$ cat src/common/soc_pkg.sv
package soc_pkg;

   ////////////////////
   // bus widths
   ////////////////////
   localparam int data_w = 32;
   localparam int addr_w = 32;
   // one strobe per byte lane
   localparam int strb_w = data_w / 8;

   ////////////////////
   // memory sizes
   ////////////////////
   // byte address widths, word index sits above the two offset bits
   localparam int boot_addr_w = 12;
   localparam int main_addr_w = 14;

   ////////////////////
   // reset timing
   ////////////////////
   // top bit of the counter marks end of power-on, after 1024 cycles
   localparam int por_cnt_w       = 11;
   localparam int soft_rst_cycles = 4;
   localparam int soft_cnt_w      = $clog2(soft_rst_cycles + 1);

   ////////////////////
   // address map
   ////////////////////
   // top word of the space, writing it moves low region to main ram
   localparam logic [addr_w-1:0] switch_addr = 32'hffff_fffc;
   // regions picked by address bits 31..30
   localparam logic [1:0] low_region      = 2'b00;
   localparam logic [1:0] main_alias_base = 2'b01;
   localparam logic [1:0] uart_base       = 2'b10;

   ////////////////////
   // uart
   ////////////////////
   // bit 2 clear is divider, bit 2 set is data
   localparam int uart_sel_bit = 2;
   localparam logic [data_w-1:0] uart_div_reset = 32'd16;
   // start, 8 data, stop
   localparam int uart_frame_w = 10;
   localparam int uart_cnt_w   = $clog2(uart_frame_w);

   // decode result for each request
   typedef enum logic [2:0] {
      target_boot,
      target_main,
      target_uart,
      target_switch,
      target_none
   } target_t;

endpackage

$ cat src/common/native_bus_if.sv
interface native_bus_if;
   import soc_pkg::*;

   // request side
   logic              valid;
   logic [addr_w-1:0] addr;
   logic [data_w-1:0] wdata;
   // zero strobe means read
   logic [strb_w-1:0] wstrb;

   // response side, ready is a single-cycle pulse
   logic [data_w-1:0] rdata;
   logic              ready;

   // requester
   modport master (output valid, addr, wdata, wstrb, input rdata, ready);

   // responder
   modport slave (input valid, addr, wdata, wstrb, output rdata, ready);

   // observes only the response, for the read mux
   modport resp (input rdata, ready);

endinterface

$ cat src/hw/read_return.sv
module read_return (
   input  logic                       clk,
   input  logic                       reset,
   input  soc_pkg::target_t           target,
   input  logic                       req_start,
   input  logic                       mem_sel,
   native_bus_if.resp                 boot,
   native_bus_if.resp                 main,
   native_bus_if.resp                 uart,
   output logic                       bus_ready,
   output logic [soc_pkg::data_w-1:0] bus_rdata
);
   import soc_pkg::*;

   logic own_q;

   // local response one cycle after the request starts
   always_ff @(posedge clk or posedge reset) begin
      if (reset) begin
         own_q <= 1'b0;
      end else begin
         own_q <= req_start;
      end
   end

   ////////////////////
   // response mux
   ////////////////////
   always_comb begin
      case (target)
         target_boot: begin
            bus_ready = boot.ready;
            bus_rdata = boot.rdata;
         end
         target_main: begin
            bus_ready = main.ready;
            bus_rdata = main.rdata;
         end
         target_uart: begin
            bus_ready = uart.ready;
            bus_rdata = uart.rdata;
         end
         // switch read reports the memory select
         target_switch: begin
            bus_ready = own_q;
            bus_rdata = {{(data_w-1){1'b0}}, mem_sel};
         end
         // unmapped, reads as zero
         default: begin
            bus_ready = own_q;
            bus_rdata = '0;
         end
      endcase
   end

endmodule

$ cat src/flat_wrapper.sv
// flat-port wrapper written by rule: the top's interface ports become plain ports
module read_return_flat import soc_pkg::*;
  (clk, reset, target, req_start, mem_sel, bus_ready, bus_rdata, boot_rdata, boot_ready, main_rdata, main_ready, uart_rdata, uart_ready);
  native_bus_if boot_i ();
  native_bus_if main_i ();
  native_bus_if uart_i ();
  input  logic clk;
  input  logic reset;
  input  soc_pkg::target_t target;
  input  logic req_start;
  input  logic mem_sel;
  output logic bus_ready;
  output logic [soc_pkg::data_w-1:0] bus_rdata;
  input wire logic [$bits(boot_i.rdata)-1:0] boot_rdata;
  input wire logic [$bits(boot_i.ready)-1:0] boot_ready;
  input wire logic [$bits(main_i.rdata)-1:0] main_rdata;
  input wire logic [$bits(main_i.ready)-1:0] main_ready;
  input wire logic [$bits(uart_i.rdata)-1:0] uart_rdata;
  input wire logic [$bits(uart_i.ready)-1:0] uart_ready;
  assign boot_i.rdata = boot_rdata;
  assign boot_i.ready = boot_ready;
  assign main_i.rdata = main_rdata;
  assign main_i.ready = main_ready;
  assign uart_i.rdata = uart_rdata;
  assign uart_i.ready = uart_ready;
  read_return u_core (.clk(clk), .reset(reset), .target(target), .req_start(req_start), .mem_sel(mem_sel), .boot(boot_i), .main(main_i), .uart(uart_i), .bus_ready(bus_ready), .bus_rdata(bus_rdata));
endmodule
$ cat config.mk
export PLATFORM = sky130hd
export DESIGN_NAME = read_return_flat
export DESIGN_NICKNAME = d
export VERILOG_FILES = /design/src/common/soc_pkg.sv /design/src/common/native_bus_if.sv /design/src/hw/read_return.sv /design/src/flat_wrapper.sv
export SDC_FILE = /design/constraint.sdc
export NUM_CORES = 1
export LEC_CHECK = 0
export BUFFER_PORTS_ARGS = -buffer_cell sky130_fd_sc_hd__buf_2
export CORE_MARGIN = 2
export CORE_UTILIZATION = 30
export DETAILED_ROUTE_END_ITERATION = 10
export PLACE_DENSITY = 0.8
export SETUP_SLACK_MARGIN = 0.15
export SYNTH_ARGS = -nofsm -noshare
export SYNTH_HDL_FRONTEND = slang
export SYNTH_SLANG_ARGS = --single-unit
$ cat constraint.sdc
create_clock -name clk -period 1.2 [get_ports clk]
set_clock_uncertainty 0.2 [all_clocks]
set_input_delay 0.12 -clock clk [delete_from_list [all_inputs] [get_ports clk]]
set_output_delay 0.12 -clock clk [all_outputs]
set_load 0.05 [all_outputs]
Word-level counts from Yosys, hierarchy flattened
Cells that the tools add are included.
{"block": "op_classes", "eq_ne": 3, "mux": 2, "n_reduce_logical": 1}
{"operator": "$pmux 32 s4", "n": 1}
{"operator": "$eq 3x2->1 const B", "n": 2}
{"operator": "$eq 3x1->1 const B", "n": 1}
{"operator": "$logic_not 3->1", "n": 1}
{"operator": "$pmux 1 s3", "n": 1}
{"block": "word_totals", "regBits": 1, "in_bits": 106, "out_inout_bits": 33, "word_cells": 7}

Logic depth before layout (Yosys ltp)
{"block": "logic_depth", "depth_word": 2, "depth_mapped": 5, "depth_no_buf": 3}

Worst setup path after synthesis
No wires, ideal clock.
{"block": "synth_timing", "path_type": "input port to output port", "from": "input port target[0]", "to": "output port bus_rdata[27] in the netlist's numbering", "arrival_time_ns": 1.440, "required_ns": 0.880, "path_slack_ns": -0.560, "stages": 5, "n_path_buf": 2, "cell_sequence": "buf_6 -> nor2b_2 -> buf_2 -> nand2_1 -> a21oi_1"}
{"block": "synth_via", "elab_chain_len": 2, "word_cells_on_any_way": 5, "cone_classes": "3 x eq/ne; 1 x mux; 1 x reduce/logical"}
{"element": "start: declaration", "line_no": "flat_wrapper.sv:9", "text": "input soc_pkg::target_t target;"}
{"element": "$eq 3x2->1, or another cell as far along", "line_no": "read_return.sv:30", "text": "case (target)"}
{"element": "$pmux 32 s4 *", "line_no": "read_return.sv:30"}
{"element": "end: declaration", "line_no": "flat_wrapper.sv:13", "text": "output logic [soc_pkg::data_w-1:0] bus_rdata;"}
Mark *: on every way between the ends. The rest lies on a longest branch, timed or not.

Final worst setup path
{"block": "layout_timing", "from": "input port target[0]", "to": "output port bus_rdata[20] in the netlist's numbering"}
The elaborated chain is that of the path after synthesis.

==> impl_metrics.env <==
export IMPL_largest_register="u_core.own_q"
export IMPL_synthDistinctLibCells=20
export IMPL_synthToLayoutAreaGrowth_pct=123
export IMPL_critPathKind="primary input to output pin"
export IMPL_startpoint="target[0]"
export IMPL_rows=21
export IMPL_relSlewSlack_pct=87.1
export IMPL_yosysSeqAreaShare_pct=2.28
export IMPL_post_drt_via_cell_ratio=4.85
export IMPL_start_util_pct=32.2
export IMPL_clkSlewWorstSetupHoldPaths_ps=0
export IMPL_outcome="finished, violations left"
export IMPL_grt_pass1_wl_um=7090
export IMPL_yosys_warnings=0
export IMPL_overflow=0
export IMPL_syn_area_um2=1100
export IMPL_critPathMaxFanout=24
export IMPL_final_instance_count_excl_fill=332
export IMPL_fin_ws_ps=-266
export IMPL_drive_gt1_share_pct=68.5
export IMPL_endpoint_kind="output pin"
export IMPL_setup_viol=33
export IMPL_required_ps=880
export IMPL_die_h_um=64.5
export IMPL_reg_top3="u_core.own_q: 1 flops"
export IMPL_worstHoldPathType="primary input to flop"
export IMPL_cp_start_kind="primary input"
export IMPL_max_freq_ghz=0.682
export IMPL_rsz0062_at_grt="true"
export IMPL_final_nets=394
export IMPL_port_buffers=138
export IMPL_min_from="req_start"
export IMPL_final_cell_mix="buf_2 (103), mux2i_1 (32), a21oi_4 (31), buf_6 (31), or2_1 (27)"
export IMPL_p_total_w=0.00114
export IMPL_hold_ws_ps=36.0
export IMPL_critical_path_arrival_ps=1150
export IMPL_drt_iter0_drc=43
export IMPL_drv_slew=0
export IMPL_post_route_period_util_pct=122
export IMPL_syn_inst=149
export IMPL_dieArea_um2=4160
export IMPL_leakage_nw=1.17
export IMPL_grt_pass1_vias=1642
export IMPL_ios=139
export IMPL_largest_reg_flops=1
export IMPL_ant_nets=0
export IMPL_grt_antenna_before_repair=0
export IMPL_synth_seq_cells=1
export IMPL_drv_cap=0
export IMPL_violations="setup timing"
export IMPL_avgSynthCellArea_um2=7.37
export IMPL_dpl_hpwl_um=3430
export IMPL_wl_per_cell_um=13.8
export IMPL_fin_util_pct=71.8
export IMPL_grt_max_degree=25
export IMPL_diodes=0
export IMPL_vdd_drop_max_mv=0.352
export IMPL_dieWidth_um=64.5
export IMPL_gp_congestion=0.806
export IMPL_totalWireLength_um=4590
export IMPL_power_density_nw_per_um2=465
export IMPL_report_final_hold_viol_count=0
export IMPL_dp_cells=330
export IMPL_finalCriticalPeriod_ps=1470
export IMPL_grt_use_total_pct=20.7
export IMPL_core_area_um2=3420
export IMPL_drc=0
export IMPL_final_common_cell="buf_2"
export IMPL_syn_nets=255
export IMPL_num_vias=1610
export IMPL_firstDrtPassIters=4
export IMPL_worst_pin_slew_ps=188
## layer usage
| metal | track usage (%) | wire [µm] |
|---|---|---|
| met1 | 21.7 | 1620 |
| met3 | 1.74 | 316 |
| met2 | 44.7 | 2570 |
| met4 | 2.66 | 75 |
| met5 | 0 | 0 |
## layout make-up
cell class                      count  area [µm²]
Fill cell                         249         962
Timing Repair Buffer              151        1100
Inverter                            1        3.75
Sequential cell                     1        25.0
Multi-Input combinational cell    133        1270
Tap cell                           46        57.6
## power by group
group	switching, W	internal [W]	leakage (nW)
sequential	0.000000876	0.0000361	0.0117
clock	0	0	0
combinational	0.000602	0.000501	1.16
## repair_timing
action	CTS	global route
buffers inserted	1	0
gates resized for setup	84	7
setup endpoints to repair	33	33
hold buffers	1	0
hold endpoints to repair	1	0
pin swaps	2	3
## kinds of logic after synthesis
logic type / synth area share (%)
buffers and inverters: 10.7
DFF: 2.28
AOI/OAI and AO/OA: 25.5
muxes: 31.2
and+or+nand+nor: 30.3
## path summary, 6_finish.rpt
kind,endpoint,depth (start not counted)
max,bus_rdata[20],7
min,u_core.own_q,1
max in group asynchronous,u_core.own_q,3
min in group asynchronous,u_core.own_q,3
## Yosys cell counts, drive strengths merged
cell type	number	area share [%]
mux2i	32	29
clkbuf	5	1.7
or2	31	18
mux4	1	2.0
inv	1	0.34
nor2	1	0.34
nand2	32	11
o31ai	1	0.68
nor2b	2	1.4
a21oi	31	23
dfrtp	1	2.3
a22o	1	0.80
buf	9	8.7
a21o	1	0.68
## worst max-delay path: stages
cell,delay (ps)
buf_12,110
buf_6,110
nor2b_4,150
buf_12,180
nand2_1,120
a21oi_4,180
buf_6,170
## stage by stage
step | instance area [µm²] | setup TNS, ps | setup WS, ps
2_1_floorplan | 1390 | -5230 | -181
3_3_place_gp | 2140 | -10730 | -349
3_5_place_dp | 2140 | -11220 | -364
4_1_cts | 2430 | -7090 | -241
5_1_grt | 2450 | -8060 | -310
6_report | 2450 | -6660 | -266
(Power assumes the default switching activity.)
