[src/common/soc_pkg.sv]
package soc_pkg;

   ////////////////////
   // bus widths
   ////////////////////
   localparam int data_w = 32;
   localparam int addr_w = 32;
   // one strobe per byte lane
   localparam int strb_w = data_w / 8;

   ////////////////////
   // memory sizes
   ////////////////////
   // byte address widths, word index sits above the two offset bits
   localparam int boot_addr_w = 12;
   localparam int main_addr_w = 14;

   ////////////////////
   // reset timing
   ////////////////////
   // top bit of the counter marks end of power-on, after 1024 cycles
   localparam int por_cnt_w       = 11;
   localparam int soft_rst_cycles = 4;
   localparam int soft_cnt_w      = $clog2(soft_rst_cycles + 1);

   ////////////////////
   // address map
   ////////////////////
   // top word of the space, writing it moves low region to main ram
   localparam logic [addr_w-1:0] switch_addr = 32'hffff_fffc;
   // regions picked by address bits 31..30
   localparam logic [1:0] low_region      = 2'b00;
   localparam logic [1:0] main_alias_base = 2'b01;
   localparam logic [1:0] uart_base       = 2'b10;

   ////////////////////
   // uart
   ////////////////////
   // bit 2 clear is divider, bit 2 set is data
   localparam int uart_sel_bit = 2;
   localparam logic [data_w-1:0] uart_div_reset = 32'd16;
   // start, 8 data, stop
   localparam int uart_frame_w = 10;
   localparam int uart_cnt_w   = $clog2(uart_frame_w);

   // decode result for each request
   typedef enum logic [2:0] {
      target_boot,
      target_main,
      target_uart,
      target_switch,
      target_none
   } target_t;

endpackage

[src/hw/reset_ctrl.sv]
module reset_ctrl (
   input  logic clk,
   input  logic reset,
   input  logic switch_write,
   output logic sys_ready,
   output logic mem_sel,
   output logic cpu_reset
);
   import soc_pkg::*;

   logic [por_cnt_w-1:0]  por_cnt;
   logic [soft_cnt_w-1:0] soft_cnt;

   ////////////////////
   // power-on counter
   ////////////////////
   // counts up until the top bit sets, then holds
   always_ff @(posedge clk or posedge reset) begin
      if (reset) begin
         por_cnt <= '0;
      end else if (!por_cnt[por_cnt_w-1]) begin
         por_cnt <= por_cnt + 1'b1;
      end
   end

   assign sys_ready = por_cnt[por_cnt_w-1];

   ////////////////////
   // memory switch
   ////////////////////
   // mem_sel is sticky until the next hard reset
   // switch write also loads the core-reset countdown
   always_ff @(posedge clk or posedge reset) begin
      if (reset) begin
         mem_sel  <= 1'b0;
         soft_cnt <= '0;
      end else if (switch_write) begin
         mem_sel  <= 1'b1;
         soft_cnt <= soft_cnt_w'(soft_rst_cycles);
      end else if (soft_cnt != '0) begin
         soft_cnt <= soft_cnt - 1'b1;
      end
   end

   // core held in reset during power-on and during the switch pulse
   assign cpu_reset = !sys_ready || (soft_cnt != '0);

endmodule

[config.mk]
export PLATFORM = sky130hd
export DESIGN_NAME = reset_ctrl
export DESIGN_NICKNAME = d
export VERILOG_FILES = /design/src/common/soc_pkg.sv /design/src/hw/reset_ctrl.sv
export SDC_FILE = /design/constraint.sdc
export NUM_CORES = 1
export LEC_CHECK = 0
export BUFFER_PORTS_ARGS = -buffer_cell sky130_fd_sc_hd__clkbuf_2
export CAP_MARGIN = 5
export CORE_AREA = 5 5 42 44
export DETAILED_ROUTE_END_ITERATION = 8
export DIE_AREA = 0 0 47 49
export GPL_ROUTABILITY_DRIVEN = 1
export GPL_TIMING_DRIVEN = 1
export PLACE_DENSITY_LB_ADDON = 0.2
export SLEW_MARGIN = 10
export SYNTH_ARGS = -nofsm -noshare
export SYNTH_HDL_FRONTEND = slang
export SYNTH_SLANG_ARGS = --single-unit
export TNS_END_PERCENT = 20
[constraint.sdc]
create_clock -name clk -period 2.3 [get_ports clk]
set_input_delay 0.345 -clock clk [delete_from_list [all_inputs] [get_ports clk]]
set_output_delay 0.345 -clock clk [all_outputs]
set_load 0.005 [all_outputs]
# Word level (Yosys, flattened, before mapping)
# Cells that the tools add are included.
# W data, S select, Z words.
op_classes:
  muxes: 3
  n_addsub: 2
  reduce_logical: 4
op_table:
  columns: ["op", "count"]
  rows:
  - ["$add A11 B1 Y11 const B", 1]
  - ["$mux W11", 1]
  - ["$mux W3", 2]
  - ["$reduce_bool A3 Y1", 1]
  - ["$sub A3 B1 Y3 const B", 1]
  - ["$reduce_bool A2 Y1", 1]
  - ["$logic_not A1 Y1", 1]
  - ["$logic_or A1 B1 Y1", 1]
totals:
  word_cells: 13
  register_bits: 15
  input_bits: 3

# Longest topological paths before layout
# Gate-level depths: netlist of the first run.
depth:
  depth_word: 3
  ltp_mapped: 5
  depth_no_buf: 5

# Least setup slack after synthesis of the first run
# Ideal clock, no wire load.
synth_path:
  path_kind: "register to register"
  from: "register por_cnt[10]"
  to: "register por_cnt[9]"
  setup_slack_ps: 1099
  required_time_ps: 2221
  arrival_time_ps: 1121
  path_stages_with_launch: 5
  synth_period_minus_slack_ps: 1201
  cell_sequence: "dfrtp_1 > buf_6 > nand4b_4 > nor4_4 > xor2_1"
synth_lines:
  columns: ["item", "line_no", "rtl"]
  rows:
  - ["start: declaration", "reset_ctrl.sv:11", "logic [por_cnt_w-1:0] por_cnt;"]
  - ["start signal: assignment", "reset_ctrl.sv:22", "por_cnt <= por_cnt + 1'b1;"]

# Worst setup path after layout of the first run
layout_path:
  from: "register soft_cnt[0]"
  to: "output port cpu_reset"
layout_via:
  elab_chain_len: 2
layout_lines:
  columns: ["item", "line_no", "rtl"]
  rows:
  - ["start: declaration", "reset_ctrl.sv:12", "logic [soft_cnt_w-1:0] soft_cnt;"]
  - ["start signal: assignment", "reset_ctrl.sv:39", "soft_cnt <= soft_cnt_w'(soft_rst_cycles);"]
  - ["start signal: assignment", "reset_ctrl.sv:41", "soft_cnt <= soft_cnt - 1'b1;"]
  - ["$reduce_bool A3 Y1", "reset_ctrl.sv:46", "assign cpu_reset = !sys_ready || (soft_cnt != '0);"]
  - ["$logic_or A1 B1 Y1", "reset_ctrl.sv:46", null]
  - ["end: declaration", "reset_ctrl.sv:7", "output logic cpu_reset"]
# Every way passes these cells.

==> impl_metrics.tcl, run 1 <==
set metrics [dict create \
    outcome "finished, final reports clean" \
    routed_wl_um 1020 \
    coreArea_mm2 0.00140 \
    dr.first_iter.drc_count 11 \
    final_nets 73 \
    root_buffer "clkbuf_4" \
    firstDrtPassIters 4 \
    grt_usage_pct 11.5 \
    ios 6 \
    cap_violations 0 \
    cts_tree "yes" \
    yosysSeqAreaShare_pct 52.3 \
    via_count 427 \
    grt_max_degree 16 \
    syn_nets 64 \
    antenna_found_initial 0 \
    ir_worst_vdd_mv 0.403 \
    power.leakage_uw 0.000354 \
    die_w_um 47 \
    finalHoldViolCount 0 \
    postCtsSetupBuffers 0 \
    synth-edff-count 0 \
    final_area_um2 779 \
    cp-startpoint "soft_cnt[0]$_DFFE_PP0P_" \
    port_buffers 5 \
    num_antenna_cells 0 \
    rows 14 \
    ys_ff_latch 15 \
    ant_nets 0 \
    clock_sinks 15 \
    drive_above_1_share_pct 22.7 \
    grt_pass1_wl_um 1890 \
    worstReg2RegEnd "por_cnt[9]$_DFFE_PP0N_" \
    synth.avg_cell_area_um2 12.4 \
    die_y_um 49 \
    start_util_pct 51.3 \
    power_uw 547 \
    async_reset_ff_share_pct 100 \
    period_share_pct 65.1 \
    fin_crit_ns 1.50 \
    dp_hpwl_um 749 \
    cts-hold-fix-buffers 0 \
    syn_inst 58 \
    insertion_delay_ns 0.29 \
    ys.flop_type "dfrtp_1" \
    netlist_area_um2 718 \
    fmax_mhz 668 \
    yosysWarnings 0 \
    worst_hold_path_type "in2async" \
    drc_errors 0 \
    h-tree-depth 1 \
    cts_buffers 3 \
    skew_ns 0.00428 \
    power_density_mw_per_mm2 702 \
    critPathCaptureType "output pin" \
    cts_resized 0 \
    clk_pin_slew_worst_paths_ns 0.09 \
    first_global_vias 454 \
    clockBufferDepth 2 \
    globalRouteOverflowTotal 0 \
    synth_cell_type_count 24 \
    finalMaxSlewViolations 0 \
    rr_worst_depth 3 \
    area_growth_syn_to_layout_pct 8.54 \
    crit_type "reg2out" \
    endpoint "cpu_reset" \
    route.detailed.vias_per_inst 5.21 \
    worstMarginPinSlew_ns 0.559 \
    crit_fanout 3 \
    regToRegSetupSlack_ns 1.05 \
    arrival_ns 1.15 \
    setup_tns_ns 0 \
    final-setup-viol-count 0 \
    startpoint_type "register" \
    maxSlewHeadroom_pct 62.7 \
    dieArea_mm2 0.00230 \
    wire_per_inst_um 12.5 \
    dpl_cell_area_um2 752 \
    place.gp.congestion 0.730 \
    rsz0062_at_grt "false" \
    worst_ep_required_time_ns 1.96 \
    reg2reg_from "por_cnt[10]$_DFF_PP0_" \
]
==> Yosys cell counts, types with 2 or more instances <==
cell type	instances	area, um2
dfrtp_1	15	375
ha_1	3	37.5
inv_1	4	15.0
nand2_1	3	11.3
nand2b_1	2	12.5
nand3_1	2	10.0
nor2_1	4	15.0
xnor2_1	7	61.3
xor2_1	3	26.3
==> logic make-up (layout without fill, tap and decap cells) <==
family          count (synthesis)  after routing  share of synthesized area (%)
compound gates                  4              4                           4.36
xor+xnor                       10             10                           12.2
fa+ha+maj                       3              3                           5.23
buf+inv                         5             13                           3.66
flops                          15             15                           52.3
mux                             1              1                           1.57
simple gates                   20             20                           20.7
==> final cells by class <==
type                    instances  area, um2
well taps                      16       20.0
inverters                       4       15.0
flip-flops and latches         15        375
fillers                       125        622
multi-input cells              38        317
clock inverters                 1       5.00
clock buffers                   3       22.5
repair buffers                  5       25.0
==> layout by cell type (no fill, tap or decap), types with 2 or more instances in the layout <==
cell	instances
clkbuf_4	3
dfrtp_1	15
nand3_1	2
clkbuf_2	5
nand2_1	3
nand2b_1	2
inv_1	4
xnor2_1	7
xor2_1	3
ha_1	3
nor2_1	4
==> metrics by stage <==
stage	hold slack (ns)	setup slack [ns]	std cells	utilization, %
floorplan	0.246	1.10	58	-
global placement	0.402	1.07	78	53.7
detailed placement	0.409	1.04	78	53.7
CTS	0.0861	0.782	82	55.6
global route	0.114	0.707	82	55.6
finish	0.0689	0.803	82	55.6
==> critical path, stage by stage, from the launching register on <==
cell      delay (ns)
dfrtp_1         0.40
inv_1           0.08
ha_1            0.19
nand3b_1        0.08
clkbuf_2        0.12
==> registers in the layout (all words and copies together), names as in the netlist <==
name      flops
mem_sel       1
por_cnt      11
soft_cnt      3
==> where the power goes <==
part           switching [uW]  total, uW  internal (uW)
sequential               14.7        301            286
clock                    87.1        152           64.8
combinational            52.4       94.7           42.4
==> per-layer routing <==
metal	vias up	global-route usage (%)	routed length, um	share of wire, %
met5	-	0	0	0
met4	0	9.68	46	4.5
met3	5	2.21	57	5.6
met2	12	14.9	447	44
met1	200	15.7	470	46
li1	210	-	-	-
==> worst min-delay path by stage <==
stage	endpoint	cells past startpoint	start	slack [ns]
detailed placement	mem_sel$_DFFE_PP0P_	2	reset	0.41
CTS	mem_sel$_DFFE_PP0P_	2	reset	0.09
global route	soft_cnt[1]$_DFFE_PP0P_	2	reset	0.11
global placement	por_cnt[8]$_DFFE_PP0N_	2	reset	0.40
floorplan	mem_sel$_DFFE_PP0P_	1	reset	0.25
finish	soft_cnt[1]$_DFFE_PP0P_	2	reset	0.07
No activity file was read; power rests on OpenSTA's default activity.
==> run 2, diff against run 1 <==
--- a/config.mk
+++ b/config.mk
@@ -5,11 +5,12 @@
 export SDC_FILE = /design/constraint.sdc
 export NUM_CORES = 1
 export LEC_CHECK = 0
+export ABC_AREA = 1
 export BUFFER_PORTS_ARGS = -buffer_cell sky130_fd_sc_hd__clkbuf_2
 export CAP_MARGIN = 5
-export CORE_AREA = 5 5 42 44
+export CORE_MARGIN = 5
+export CORE_UTILIZATION = 50
 export DETAILED_ROUTE_END_ITERATION = 8
-export DIE_AREA = 0 0 47 49
 export GPL_ROUTABILITY_DRIVEN = 1
 export GPL_TIMING_DRIVEN = 1
 export PLACE_DENSITY_LB_ADDON = 0.2
==> constraint.sdc (replaced) <==
create_clock -name clk -period 1.3 [get_ports clk]
set_input_delay 0.195 -clock clk [delete_from_list [all_inputs] [get_ports clk]]
set_output_delay 0.195 -clock clk [all_outputs]
set_load 0.005 [all_outputs]
==> run 2 against run 1 <==
  * Critical endpoint unchanged
  * Critical path type unchanged
  * Power grew 98%
  * Final area up 11%
  * Core utilization rose by 8.3 points
  * Clock-buffer cell count increased by 1
  * Setup slack worse by 0.80 ns
==> impl_metrics.tcl, run 2 <==
set metrics [dict create \
    outcome "finished, final reports clean" \
    clockBufferDepth 2 \
    slowest_stage "dfrtp_1" \
    period_share_pct 99.9 \
    dp_hpwl_um 901 \
    start_util_pct 54.5 \
    drc_errors 0 \
    dieArea_mm2 0.00234 \
    synth.area.top_cells "dfrtp_1 51%, nand2_1 12%, inv_1 5.6%" \
    firstDrtPassIters 7 \
    area_growth_syn_to_layout_pct 17.3 \
    routed_wl_um 1250 \
    die_w_um 48.4 \
    syn_inst 84 \
    synth-edff-count 0 \
    cts_buffers 3 \
    final-setup-viol-count 0 \
    coreArea_mm2 0.00135 \
    grt_pass1_wl_um 2150 \
    dpl_cell_area_um2 779 \
    ys.flop_type "dfrtp_1" \
    slowest_delay_ns 0.40 \
    fin_crit_ns 1.30 \
    finalHoldViolCount 0 \
    critPathCaptureType "output pin" \
    setup_tns_ns 0 \
    die_y_um 48.4 \
    place.gp.congestion 0.779 \
    ios 6 \
    final_nets 105 \
    globalRouteOverflowTotal 0 \
    async_reset_ff_share_pct 100 \
    via_count 558 \
    ys_ff_latch 15 \
    final_common_cell "nand2_1" \
    syn_nets 90 \
    largest_reg_flops 11 \
    final_cell_mix "23 x nand2_1, 15 x dfrtp_1, 9 x inv_1" \
    placed_cells 104 \
    synth_top_cell_area_share_pct 51.0 \
    yosys.area.top_type "dfrtp_1" \
    route.detailed.vias_per_inst 4.94 \
    ir_worst_vdd_mv 0.858 \
    startpoint_type "register" \
    reg_top3 "por_cnt: 11 flops, soft_cnt: 3 flops, mem_sel: 1 flops" \
    clock_sinks 15 \
    crit_type "reg2out" \
    synth_cell_type_count 18 \
    synth.avg_cell_area_um2 8.76 \
    power.leakage_uw 0.000434 \
    rows 13 \
    insertion_delay_ns 0.28 \
    finalMaxSlewViolations 0 \
    grt_max_degree 16 \
    fmax_mhz 770 \
    power_density_mw_per_mm2 1260 \
    largest-register "por_cnt" \
    worst_ep_required_time_ns 1.11 \
    cp_cell_sequence "inv_2 -> ha_4 -> nand3_2 -> clkbuf_2" \
    maxSlewHeadroom_pct 63.4 \
    netlist_area_um2 736 \
    cap_violations 0 \
    grt_usage_pct 11.4 \
    h-tree-depth 1 \
    num_antenna_cells 0 \
    cts_tree "yes" \
    yosysWarnings 0 \
    clk_pin_slew_worst_paths_ns 0.09 \
    antenna_found_initial 0 \
    first_global_vias 508 \
    skew_ns 0.00365 \
    yosys-top-cells-count "23 x nand2_1, 15 x dfrtp_1, 11 x inv_1, 6 x nor2_1, 5 x o21ai_1" \
    root_buffer "clkbuf_4" \
    ant_nets 0 \
    yosysMostFrequentCell "nand2_1" \
    yosysSeqAreaShare_pct 51.0 \
    final_area_um2 863 \
    wire_per_inst_um 11.0 \
    dr.first_iter.drc_count 35 \
    worstMarginPinSlew_ns 0.549 \
    drive_above_1_share_pct 21.4 \
    crit_fanout 2 \
    timing.hold.ws_ns 0.128 \
    worst_hold_path_type "in2reg" \
    rsz0062_at_grt "true" \
    stdcell_count 113 \
    fillerInstances 108 \
    port_buffers 5 \
    arrival_ns 1.10 \
]
## run 2: kinds of logic (layout without fill, tap and decap cells)
| kind of cell | count (synthesis) | after routing | synth area share, % |
|---|---|---|---|
| simple gates | 42 | 42 | 27.2 |
| buf+inv | 13 | 27 | 6.63 |
| xor+xnor | 5 | 5 | 5.95 |
| flops | 15 | 15 | 51.0 |
| fa+ha+maj | 3 | 3 | 5.10 |
| compound gates | 6 | 6 | 4.08 |
## run 2: final timing paths
path | end | slack, ns | cells past startpoint | start
max | cpu_reset | 0.001 | 4 | soft_cnt[1]$_DFFE_PP0P_
min | mem_sel$_DFFE_PP0P_ | 0.13 | 2 | switch_write
max reg2reg | soft_cnt[1]$_DFFE_PP0P_ | 0.11 | 7 | soft_cnt[1]$_DFFE_PP0P_
min reg2reg | mem_sel$_DFFE_PP0P_ | 0.47 | 1 | mem_sel$_DFFE_PP0P_
max in group asynchronous | por_cnt[4]$_DFFE_PP0N_ | 0.45 | 3 | reset
min in group asynchronous | soft_cnt[0]$_DFFE_PP0P_ | 0.48 | 3 | reset
## run 2: final cells by class
type | count | area, um2 | area share, %
clock buffer | 4 | 26.3 | 3.04
multi-input combinational | 56 | 329 | 38.1
inverter | 13 | 48.8 | 5.65
tap | 15 | 18.8 | 2.17
timing repair buffer | 10 | 65.1 | 7.54
sequential | 15 | 375 | 43.5
## run 2: per-layer routing
metal	GRT usage (%)	up-vias	share of wire, %
met5	0	-	0
met4	5.53	0	1.9
met3	1.83	4	5.9
met2	17.6	17	44
met1	15.4	245	48
li1	-	292	-
## run 2: critical path: cells and delay by family, from the launching register on
kind	cells	cell delay, ns
flip-flops	1	0.40
buffers and inverters	2	0.21
adder cells (fa/ha/maj)	1	0.14
AND/OR/NAND/NOR	1	0.07
## run 2: power by group
group	leakage, uW	total (uW)	internal, uW	switching [uW]
sequential	0.000184	532	505	26.5
clock	0.0000150	262	119	142
combinational	0.000235	293	158	135
## run 2: timing repair
action,in CTS,in global routing
gates resized for setup,3,2
setup endpoints to repair,1,1
buffers inserted,1,3
pin swaps,0,1
hold endpoints to repair,15,0
hold buffers,1,0
## run 2: through the flow
stage	worst slack (ns)	util (%)	total power, uW
after floorplan	0.263	-	662
after global placement	0.229	57.7	685
after detailed placement	0.186	57.7	696
after CTS	0.00317	61.2	980
after global routing	-0.0486	63.9	1150
final	0.00111	63.9	1090
