## src/common/soc_pkg.sv

```systemverilog
package soc_pkg;

   ////////////////////
   // bus widths
   ////////////////////
   localparam int data_w = 32;
   localparam int addr_w = 32;
   // one strobe per byte lane
   localparam int strb_w = data_w / 8;

   ////////////////////
   // memory sizes
   ////////////////////
   // byte address widths, word index sits above the two offset bits
   localparam int boot_addr_w = 12;
   localparam int main_addr_w = 14;

   ////////////////////
   // reset timing
   ////////////////////
   // top bit of the counter marks end of power-on, after 1024 cycles
   localparam int por_cnt_w       = 11;
   localparam int soft_rst_cycles = 4;
   localparam int soft_cnt_w      = $clog2(soft_rst_cycles + 1);

   ////////////////////
   // address map
   ////////////////////
   // top word of the space, writing it moves low region to main ram
   localparam logic [addr_w-1:0] switch_addr = 32'hffff_fffc;
   // regions picked by address bits 31..30
   localparam logic [1:0] low_region      = 2'b00;
   localparam logic [1:0] main_alias_base = 2'b01;
   localparam logic [1:0] uart_base       = 2'b10;

   ////////////////////
   // uart
   ////////////////////
   // bit 2 clear is divider, bit 2 set is data
   localparam int uart_sel_bit = 2;
   localparam logic [data_w-1:0] uart_div_reset = 32'd16;
   // start, 8 data, stop
   localparam int uart_frame_w = 10;
   localparam int uart_cnt_w   = $clog2(uart_frame_w);

   // decode result for each request
   typedef enum logic [2:0] {
      target_boot,
      target_main,
      target_uart,
      target_switch,
      target_none
   } target_t;

endpackage

```

## src/common/native_bus_if.sv

```systemverilog
interface native_bus_if;
   import soc_pkg::*;

   // request side
   logic              valid;
   logic [addr_w-1:0] addr;
   logic [data_w-1:0] wdata;
   // zero strobe means read
   logic [strb_w-1:0] wstrb;

   // response side, ready is a single-cycle pulse
   logic [data_w-1:0] rdata;
   logic              ready;

   // requester
   modport master (output valid, addr, wdata, wstrb, input rdata, ready);

   // responder
   modport slave (input valid, addr, wdata, wstrb, output rdata, ready);

   // observes only the response, for the read mux
   modport resp (input rdata, ready);

endinterface

```

## src/hw/uart/uart_tx.sv

```systemverilog
module uart_tx (
   input  logic        clk,
   input  logic        reset,
   native_bus_if.slave bus,
   output logic        ser_tx
);
   import soc_pkg::*;

   logic                    is_data;
   logic                    is_write;
   logic                    accept;
   logic                    ready_q;
   logic [data_w-1:0]       rdata_q;
   logic [data_w-1:0]       div_q;
   logic [data_w-1:0]       baud_cnt;
   logic [uart_cnt_w-1:0]   bit_cnt;
   logic [uart_frame_w-1:0] shreg;
   logic                    busy;

   assign is_data  = bus.addr[uart_sel_bit];
   assign is_write = |bus.wstrb;
   // data write stalls until the frame in flight is done
   assign accept   = bus.valid && !ready_q && !(is_data && is_write && busy);

   ////////////////////
   // bus registers
   ////////////////////
   always_ff @(posedge clk or posedge reset) begin
      if (reset) begin
         ready_q <= 1'b0;
         div_q   <= uart_div_reset;
      end else begin
         ready_q <= accept;
         // zero divider would never advance, force one
         if (accept && is_write && !is_data) begin
            div_q <= (bus.wdata == '0) ? data_w'(1) : bus.wdata;
         end
      end
   end

   // status read shows busy in bit 0
   always_ff @(posedge clk) begin
      if (bus.valid) begin
         rdata_q <= is_data ? {{(data_w-1){1'b0}}, busy} : div_q;
      end
   end

   assign bus.ready = ready_q;
   assign bus.rdata = rdata_q;

   ////////////////////
   // 8N1 shifter
   ////////////////////
   // ones shift in behind the frame so the line idles high
   always_ff @(posedge clk or posedge reset) begin
      if (reset) begin
         busy     <= 1'b0;
         shreg    <= '1;
         bit_cnt  <= '0;
         baud_cnt <= '0;
      end else if (accept && is_write && is_data) begin
         busy     <= 1'b1;
         shreg    <= {1'b1, bus.wdata[7:0], 1'b0};
         bit_cnt  <= '0;
         baud_cnt <= div_q - 1'b1;
      end else if (busy) begin
         if (baud_cnt == '0) begin
            // end of one bit time
            baud_cnt <= div_q - 1'b1;
            shreg    <= {1'b1, shreg[uart_frame_w-1:1]};
            bit_cnt  <= bit_cnt + 1'b1;
            // stop bit done
            if (bit_cnt == uart_cnt_w'(uart_frame_w - 1)) begin
               busy <= 1'b0;
            end
         end else begin
            baud_cnt <= baud_cnt - 1'b1;
         end
      end
   end

   assign ser_tx = shreg[0];

endmodule

```

## src/flat_wrapper.sv

```systemverilog
// flat-port wrapper written by rule: the top's interface ports become plain ports
module uart_tx_flat import soc_pkg::*;
  (clk, reset, ser_tx, bus_valid, bus_addr, bus_wdata, bus_wstrb, bus_rdata, bus_ready);
  native_bus_if bus_i ();
  input  logic clk;
  input  logic reset;
  output logic ser_tx;
  input wire logic [$bits(bus_i.valid)-1:0] bus_valid;
  input wire logic [$bits(bus_i.addr)-1:0] bus_addr;
  input wire logic [$bits(bus_i.wdata)-1:0] bus_wdata;
  input wire logic [$bits(bus_i.wstrb)-1:0] bus_wstrb;
  output wire logic [$bits(bus_i.rdata)-1:0] bus_rdata;
  output wire logic [$bits(bus_i.ready)-1:0] bus_ready;
  assign bus_i.valid = bus_valid;
  assign bus_i.addr = bus_addr;
  assign bus_i.wdata = bus_wdata;
  assign bus_i.wstrb = bus_wstrb;
  assign bus_rdata = bus_i.rdata;
  assign bus_ready = bus_i.ready;
  uart_tx u_core (.clk(clk), .reset(reset), .bus(bus_i), .ser_tx(ser_tx));
endmodule
```

## config.mk

```make
export PLATFORM = sky130hd
export DESIGN_NAME = uart_tx_flat
export DESIGN_NICKNAME = d
export VERILOG_FILES = /design/src/common/soc_pkg.sv /design/src/common/native_bus_if.sv /design/src/hw/uart/uart_tx.sv /design/src/flat_wrapper.sv
export SDC_FILE = /design/constraint.sdc
export NUM_CORES = 1
export LEC_CHECK = 0
export BUFFER_PORTS_ARGS = -buffer_cell sky130_fd_sc_hd__buf_2
export CORE_MARGIN = 2
export CORE_UTILIZATION = 45
export CTS_CLUSTER_DIAMETER = 50
export DETAILED_ROUTE_END_ITERATION = 8
export HOLD_SLACK_MARGIN = 0.15
export PLACE_DENSITY = 0.75
export SETUP_SLACK_MARGIN = 0.4
export SLEW_MARGIN = 20
export SYNTH_ARGS = -nofsm -noshare
export SYNTH_HDL_FRONTEND = slang
export SYNTH_SLANG_ARGS = --single-unit
```

## constraint.sdc

```tcl
create_clock -name clk -period 6.7 [get_ports clk]
set_input_delay 0.335 -clock clk [delete_from_list [all_inputs] [get_ports clk]]
set_output_delay 0.335 -clock clk [all_outputs]
set_load 0.01 [all_outputs]
```

# Yosys cells after proc, flatten, opt, wreduce, memory -nomap -nowiden
# Index checks and enable logic that the tools add are counted.
# op_classes
muxes	15
reduce_logical	16
add_sub_neg	3
n_eq_ne	1
# ops
op	count
$mux W32	4
$logic_not A32 Y1	2
$sub A32 B1 Y32 const B	2
$mux W10	3
$mux W4	3
$logic_and A1 B1 Y1	7
$mux W1	5
$add A4 B1 Y4 const B	1
$eq A4 B4 Y1 const B	1
$reduce_bool A2 Y1	2
$reduce_or A4 Y1	1
$logic_not A1 Y1	3
$reduce_and A2 Y1	1
# word_totals
out_inout_bits	34
reg_bits	112

# Longest topological paths before layout
# Gate-level depths: netlist of the first run.
# depth
ltp_word	9
depth_mapped	10
depth_no_buf	8

# Worst setup path before layout of the first run
# OpenSTA, ideal clock, no wires.
# synth_path
kind	register to register
start	register u_core.baud_cnt[20]
end	register u_core.baud_cnt[18]
arrival_ns	2.355
setup_time_ns	0.142
stages_incl_launch_ff	9
setup_slack_ns	4.203
required_time_ns	6.558
synth_period_minus_slack_ns	2.497
cell_sequence	dfrtp_1 > or4_4 > or3_1 > buf_2 > or3_4 > buf_2 > and3_1 > o21ai_1 > o221ai_1
# synth_via
elab_chain_len	4
# synth_lines
item	line	rtl
from (decl)	uart_tx.sv:15	logic [data_w-1:0] baud_cnt;
from (signal assigned)	uart_tx.sv:65	baud_cnt <= div_q - 1'b1;
from (signal assigned)	uart_tx.sv:69	baud_cnt <= div_q - 1'b1;
from (signal assigned)	uart_tx.sv:77	baud_cnt <= baud_cnt - 1'b1;
$logic_not A32 Y1	uart_tx.sv:67	if (baud_cnt == '0) begin
$mux W32	uart_tx.sv:67	
$mux W32	uart_tx.sv:66	end else if (busy) begin
$mux W32	uart_tx.sv:61	end else if (accept && is_write && is_data) begin
# Every way passes these cells. The select of a mux whose other input is x is not followed.
# A chain may end at the register's enable or synchronous reset.

# Worst setup path after layout of the first run
# layout_path
start	register u_core.baud_cnt[20]
end	register u_core.shreg[6]
# layout_via
elab_chain_len	3
# layout_lines
item	line	rtl
$logic_not A32 Y1	uart_tx.sv:67	
$reduce_bool A2 Y1 (no source line)	n/a	
$reduce_and A2 Y1 (no source line)	n/a	
to (signal assigned)	uart_tx.sv:63	shreg <= {1'b1, bus.wdata[7:0], 1'b0};
to (signal assigned)	uart_tx.sv:70	shreg <= {1'b1, shreg[uart_frame_w-1:1]};
to (decl)	uart_tx.sv:17	logic [uart_frame_w-1:0] shreg;
# Every way passes these cells.

==> impl_metrics.py, run 1 <==
metrics = {
    "clock_tree": {
        "h-tree-depth": 3,
        "cts.sinks": 111,
        "clock_latency_ps": 350,
        "cts_root_buf": "clkbuf_16",
        "postCtsSetupRepairBufs": 0,
        "cts_resized": 0,
        "hold_buffers": 0,
        "cts_tree": "built",
        "numCtsBuffers": 9,
        "clk_pin_slew_ps": 70,
        "clockBufferDepth": 2,
    },
    "synth": {
        "synth.area.top_cells": "dfrtp_1 (29%), edfxtp_1 (16%), mux2_2 (6.1%)",
        "netlist.area_leader.share_pct": 29.2,
        "synth_area_um2": 5900,
        "synthFlopType": "dfrtp_1",
        "ys_seq_area_share_pct": 50.0,
        "yosysWarnings": 0,
        "synthCells": 558,
        "syn-num-nets": 634,
        "avgSynthCellArea_um2": 10.6,
        "yosysTopAreaCell": "dfrtp_1",
        "async_flop_share_pct": 71.2,
        "ys_ff_latch": 111,
        "synth_edf_count": 32,
        "ys_types": 67,
    },
    "drt": {
        "drt_pre_antenna_iters": 5,
        "totalWireLength_um": 15100,
        "via_per_inst": 6.02,
        "wl_per_cell_um": 18.9,
        "postRouteAntennaNets": 0,
        "initialDrtViolationCount": 433,
        "drc": 0,
        "vias": 4813,
    },
    "final_layout": {
        "layout_common_cells": "buf_2 (73), dfrtp_1 (69), nor2_1 (39)",
        "final_common_cell": "buf_2",
        "multi_input_area_um2": 2800,
        "antennaDiodeCount": 0,
        "drive_gt1_share_pct": 24.9,
        "seq_area_um2": 2950,
        "fillers": 1172,
        "area_growth_pct": 13.5,
        "layout.nets": 698,
        "layoutNonFillerInstCount": 799,
    },
    "place": {
        "place.port_buffers": 73,
        "gp_congestion": 0.899,
        "hpwl_um": 10500,
        "dp_slack_ps": 3730,
        "numPlacedInstances": 783,
    },
    "run_status": {
        "outcome": "finished, final reports clean",
    },
    "power_and_ir_drop": {
        "power.total_uw": 2040,
        "pwr-share-comb_pct": 21.4,
        "leakagePower_uw": 0.00262,
        "internal_power_uw": 1380,
        "switchingPower_uw": 661,
        "clkPwrFrac_pct": 25.5,
        "p_per_area_nw_per_um2": 304,
        "ir_drop_mv": 0.157,
        "p_sw_share_pct": 32.4,
        "pwr-share-seq_pct": 53.1,
    },
    "global_routing": {
        "grt-ovfl-total": 0,
        "track_usage_pct": 22.2,
        "grt_pass1_vias": 4788,
        "antenna_found_initial": 0,
        "grt_max_degree": 80,
        "grt_pass1_wl_um": 25000,
    },
    "worst_setup_path": {
        "crit_path_start_kind": "register",
        "arrival_ps": 3270,
        "cp-end-kind": "register",
        "crit_required_ps": 6970,
        "critPathKind": "reg2reg",
        "path_max_fanout": 16,
        "crit_chain": "or4_4, or3_1, nor4_2, buf_4, nand2_2, mux2i_1, o21ai_0",
        "crit_family": "simple AND/OR/NAND/NOR gates",
        "crit_path_top_delay_cell": "or4_4",
        "path_buf_inv": 1,
        "slowest_delay_ps": 590,
    },
    "sta": {
        "finalHoldViolCount": 0,
        "period_share_pct": 44.9,
        "tns_ps": 0,
        "fin_ws_ps": 3690,
        "slew_viol_final": 0,
        "slew_headroom_pct": 26.8,
        "rsz0062_at_grt": "no",
        "setup_viol": 0,
        "fmax_mhz": 333,
        "tightest_slew_ps": 1090,
        "whs_ps": 172,
        "period_minus_slack_ps": 3010,
        "clock_skew_ps": 7.47,
    },
    "die": {
        "start_util_pct": 46.4,
        "die_area_um2": 14100,
        "num_rows": 41,
        "die-height_um": 119,
        "die_w_um": 119,
        "core_area_um2": 12700,
        "ios": 105,
    },
    "run": {
        "max_cap_violations": 0,
    },
    "worst_hold_path": {
        "hp-class": "in2async",
    },
}
layout make-up:
| type | instances | area share, % |
|---|---|---|
| flip-flops and latches | 111 | 44.0 |
| repair buffers | 79 | 6.18 |
| well taps | 172 | 3.21 |
| clock buffers | 12 | 3.85 |
| inverters | 9 | 0.504 |
| multi-input cells | 412 | 41.8 |
| clock inverters | 4 | 0.392 |
kinds of logic after synthesis:
logic type      count (synthesis)  synth area share (%)
flops                         111                  50.0
xor+xnor                       29                  4.30
mux                            42                  7.80
simple gates                  242                  23.5
compound gates                 94                  10.5
buf+inv                        35                  2.82
fa+ha+maj                       5                  1.06
power groups by stage:
| stage | Clock, µW | Combinational (µW) | Sequential [µW] |
|---|---|---|---|
| 6_report | 519 | 437 | 1080 |
| 5_1_grt | 554 | 486 | 1110 |
| 4_1_cts | 528 | 439 | 1080 |
| 3_5_place_dp | 0 | 437 | 1090 |
| 3_3_place_gp | 0 | 418 | 1070 |
| 2_1_floorplan | 0 | 316 | 1040 |
cell usage after synthesis (all sizes together) (3+ instances only):
| cell | n |
|---|---|
| a31oi | 3 |
| xor2 | 16 |
| nand4b | 4 |
| dfstp | 10 |
| nand2 | 34 |
| xnor2 | 13 |
| mux2 | 32 |
| or3 | 8 |
| nand3b | 4 |
| dfrtp | 69 |
| nor4 | 31 |
| nor2 | 41 |
| inv | 9 |
| clkbuf | 17 |
| a32o | 3 |
| ha | 5 |
| nor2b | 30 |
| a22oi | 4 |
| buf | 9 |
| or4 | 7 |
| nand2b | 4 |
| o211ai | 6 |
| nor4b | 5 |
| mux2i | 10 |
| edfxtp | 32 |
| o21ai | 35 |
| nor3 | 34 |
| nand3 | 22 |
| a21oi | 15 |
| nand4 | 12 |
routing by layer:
layer,part of all wire (%),GRT usage (%)
met2,47,35.1
met1,44,30.8
met5,0,0
met4,2.5,7.59
met3,6.3,4.30
metrics by stage:
| step | utilization [%] | instance area, µm² |
|---|---|---|
| after global placement | 50.4 | 6410 |
| after global routing | 52.7 | 6700 |
| after floorplan | - | 5900 |
| final | 52.7 | 6700 |
| after CTS | 52.6 | 6700 |
| after detailed placement | 50.4 | 6410 |
registers in the layout, summed over array words and instances (netlist names):
signal / cells
u_core.baud_cnt: 32
u_core.busy: 1
u_core.bit_cnt: 4
u_core.shreg: 9
u_core.bus.rdata: 32
u_core.bus.ready: 1
u_core.div_q: 32
path summary, 6_finish.rpt:
path,from,to,slack (ps),depth (start not counted)
hold reg to reg,u_core.div_q[0],u_core.baud_cnt[0],530,1
hold / removal,reset,u_core.bit_cnt[1],170,3
setup / recovery,u_core.baud_cnt[20],u_core.shreg[6],3690,7
max in group asynchronous,reset,u_core.baud_cnt[15],6030,3
min in group clk,bus_wdata[3],u_core.shreg[4],220,3
setup reg to reg,u_core.baud_cnt[20],u_core.shreg[6],3690,7
tightest hold or removal path, stage by stage:
cell	delay (ps)
buf_2	100
inv_2	40
buf_6	550
Power figures use the tool's default switching activity.
==> run 2, diff against run 1 <==
- PLACE_DENSITY: 0.75 -> 0.77
- clock period: 6.7 -> 2.65 ns (I/O delays scaled with it)
==> run 2 against run 1 <==
Clock skew hardly changed. Fmax is 23% higher. Die area did not move. Power grew to 2.7 times the previous value. Worst setup slack worse by 3500 ps. Combinational power grew to 3.5 times the previous value. First-iteration DRC count is 14% higher. Sequential share of layout area down 7.1 points. Register-to-register slack worse by 3500 ps. Core utilization is 10 points higher. Sequential power rose to 2.6 times the previous value. Clock power up 150%.
==> impl_metrics.py, run 2 (synthesized netlist as in run 1, its figures left out) <==
metrics = {
    "place": {
        "hpwl_um": 11600,
        "gp_congestion": 0.878,
        "dp_slack_ps": 115,
        "numPlacedInstances": 815,
        "place.port_buffers": 73,
    },
    "power_and_ir_drop": {
        "clkPwrFrac_pct": 22.9,
        "pwr-share-seq_pct": 49.6,
        "power.total_uw": 5580,
        "ir_drop_mv": 0.573,
        "leakagePower_uw": 0.00319,
        "p_per_area_nw_per_um2": 698,
        "switchingPower_uw": 1910,
        "pwr-share-comb_pct": 27.5,
        "internal_power_uw": 3670,
        "p_sw_share_pct": 34.3,
    },
    "die": {
        "die_w_um": 119,
        "die-height_um": 119,
        "core_area_um2": 12700,
        "num_rows": 41,
        "ios": 105,
        "start_util_pct": 46.4,
        "die_area_um2": 14100,
    },
    "final_layout": {
        "drive_gt1_share_pct": 37.2,
        "seq_area_um2": 2950,
        "antennaDiodeCount": 0,
        "fillers": 1002,
        "finish.utilization_pct": 62.9,
        "area_growth_pct": 35.5,
        "layoutNonFillerInstCount": 893,
        "final_common_cell": "buf_2",
        "multi_input_area_um2": 3220,
        "layout_common_cells": "buf_2 (73), dfrtp_1 (67), buf_4 (50)",
        "layout.nets": 792,
    },
    "drt": {
        "vias": 5377,
        "via_per_inst": 6.02,
        "drc": 0,
        "wl_per_cell_um": 20.8,
        "drt_pre_antenna_iters": 5,
        "initialDrtViolationCount": 495,
        "postRouteAntennaNets": 0,
        "totalWireLength_um": 18600,
    },
    "sta": {
        "finalHoldViolCount": 0,
        "tightest_slew_ps": 1010,
        "tns_ps": 0,
        "slew_viol_final": 0,
        "period_minus_slack_ps": 2450,
        "slew_headroom_pct": 32.3,
        "clock_skew_ps": 7.89,
        "fmax_mhz": 408,
        "setup_viol": 0,
        "rsz0062_at_grt": "yes",
        "fin_ws_ps": 198,
        "period_share_pct": 92.5,
    },
    "worst_setup_path": {
        "crit_required_ps": 2930,
        "cp-end-kind": "register",
        "arrival_ps": 2730,
        "crit_path_start_kind": "register",
        "slowest_delay_ps": 560,
        "cp_common_cell": "or3_4",
        "path_buf_inv": 1,
        "crit_path_top_delay_cell": "or4_4",
        "path_max_fanout": 7,
        "crit_family": "simple AND/OR/NAND/NOR gates",
        "crit_chain": "or4_4, or3_4, or3_4, buf_8, a31oi_4, nor2_2, a211oi_2",
        "critPathKind": "reg2reg",
    },
    "global_routing": {
        "grt_pass1_vias": 5263,
        "antenna_found_initial": 0,
        "grt_pass1_wl_um": 27600,
        "grt-ovfl-total": 0,
        "track_usage_pct": 25.0,
        "grt_max_degree": 80,
    },
    "run_status": {
        "outcome": "finished, final reports clean",
    },
    "clock_tree": {
        "cts.sinks": 111,
        "clockBufferDepth": 2,
        "numCtsBuffers": 9,
        "clock_latency_ps": 360,
        "h-tree-depth": 3,
        "clk_pin_slew_ps": 70,
        "cts_root_buf": "clkbuf_16",
        "cts_tree": "built",
    },
    "run": {
        "max_cap_violations": 0,
    },
    "worst_hold_path": {
        "hp-class": "in2reg",
    },
}
==> run 2: cell types whose count changed in the layout (fill, tap and decap cells not counted), moves of 5 or more <==
cell / previous run / this run
buf_4: 5 / 50
dlygate4sd3_1: 0 / 33
o21ai_0: 26 / 9
o21ai_1: 9 / 23
buf_6: 1 / 9
a21oi_1: 15 / 8
a21oi_2: 0 / 7
nor4_1: 27 / 21
nand2_8: 0 / 5
nor3_1: 31 / 26
==> run 2: power groups by stage <==
| stage | sequential, µW | combinational (µW) | clock [µW] |
|---|---|---|---|
| global placement | 2680 | 1210 | 0 |
| finish | 2770 | 1530 | 1280 |
| detailed placement | 2710 | 1250 | 0 |
| CTS | 2720 | 1370 | 1290 |
| global route | 2810 | 1660 | 1340 |
| floorplan | 2630 | 825 | 0 |
==> run 2: worst register-to-register path, stage by stage, from the launching register on <==
cell and delay, ps:
dfrtp_1 390, or4_4 560, or3_4 400, or3_4 410, buf_8 170, a31oi_4 190
nor2_2 70, a211oi_2 190
==> run 2: worst paths after layout <==
kind                                        to  slack (ps)  depth (start not counted)                 from
min                           u_core.bus.ready         230                          3            bus_valid
min in group asynchronous    u_core.bit_cnt[2]         390                          4                reset
max                        u_core.baud_cnt[26]         200                          7  u_core.baud_cnt[23]
min reg2reg                    u_core.shreg[8]         550                          1      u_core.shreg[8]
max in group asynchronous  u_core.baud_cnt[24]        1850                          4                reset
max reg2reg                u_core.baud_cnt[26]         200                          7  u_core.baud_cnt[23]
==> run 2: per-layer routing <==
metal,track usage (%),routed length [µm]
met5,0,0
met4,7.89,541
met3,6.56,1540
met2,41.9,9210
met1,31.5,7320
==> run 2: metrics by stage <==
step | cell area, µm² | hold slack, ps
2_1_floorplan | 5970 | 225
3_3_place_gp | 6730 | 274
5_1_grt | 8000 | 275
6_report | 8000 | 232
4_1_cts | 7640 | 216
3_5_place_dp | 6730 | 268
==> run 2: final cells by class <==
cell class                      count  share of cell area (%)
Timing Repair Buffer              171                    16.2
Tap cell                          172                    2.69
Inverter                            9                   0.422
Sequential cell                   111                    36.9
Clock inverter                      6                   0.563
Clock buffer                       10                    2.86
Multi-Input combinational cell    414                    40.3
==> run 2: repair_timing <==
item / CTS / global route
gates cloned: 1 / 4
buffers inserted: 12 / 12
pin swaps: 11 / 26
hold buffers: 33 / 0
resized for setup: 40 / 52
hold endpoints to repair: 109 / 0
endpoints found under the setup margin: 46 / 46
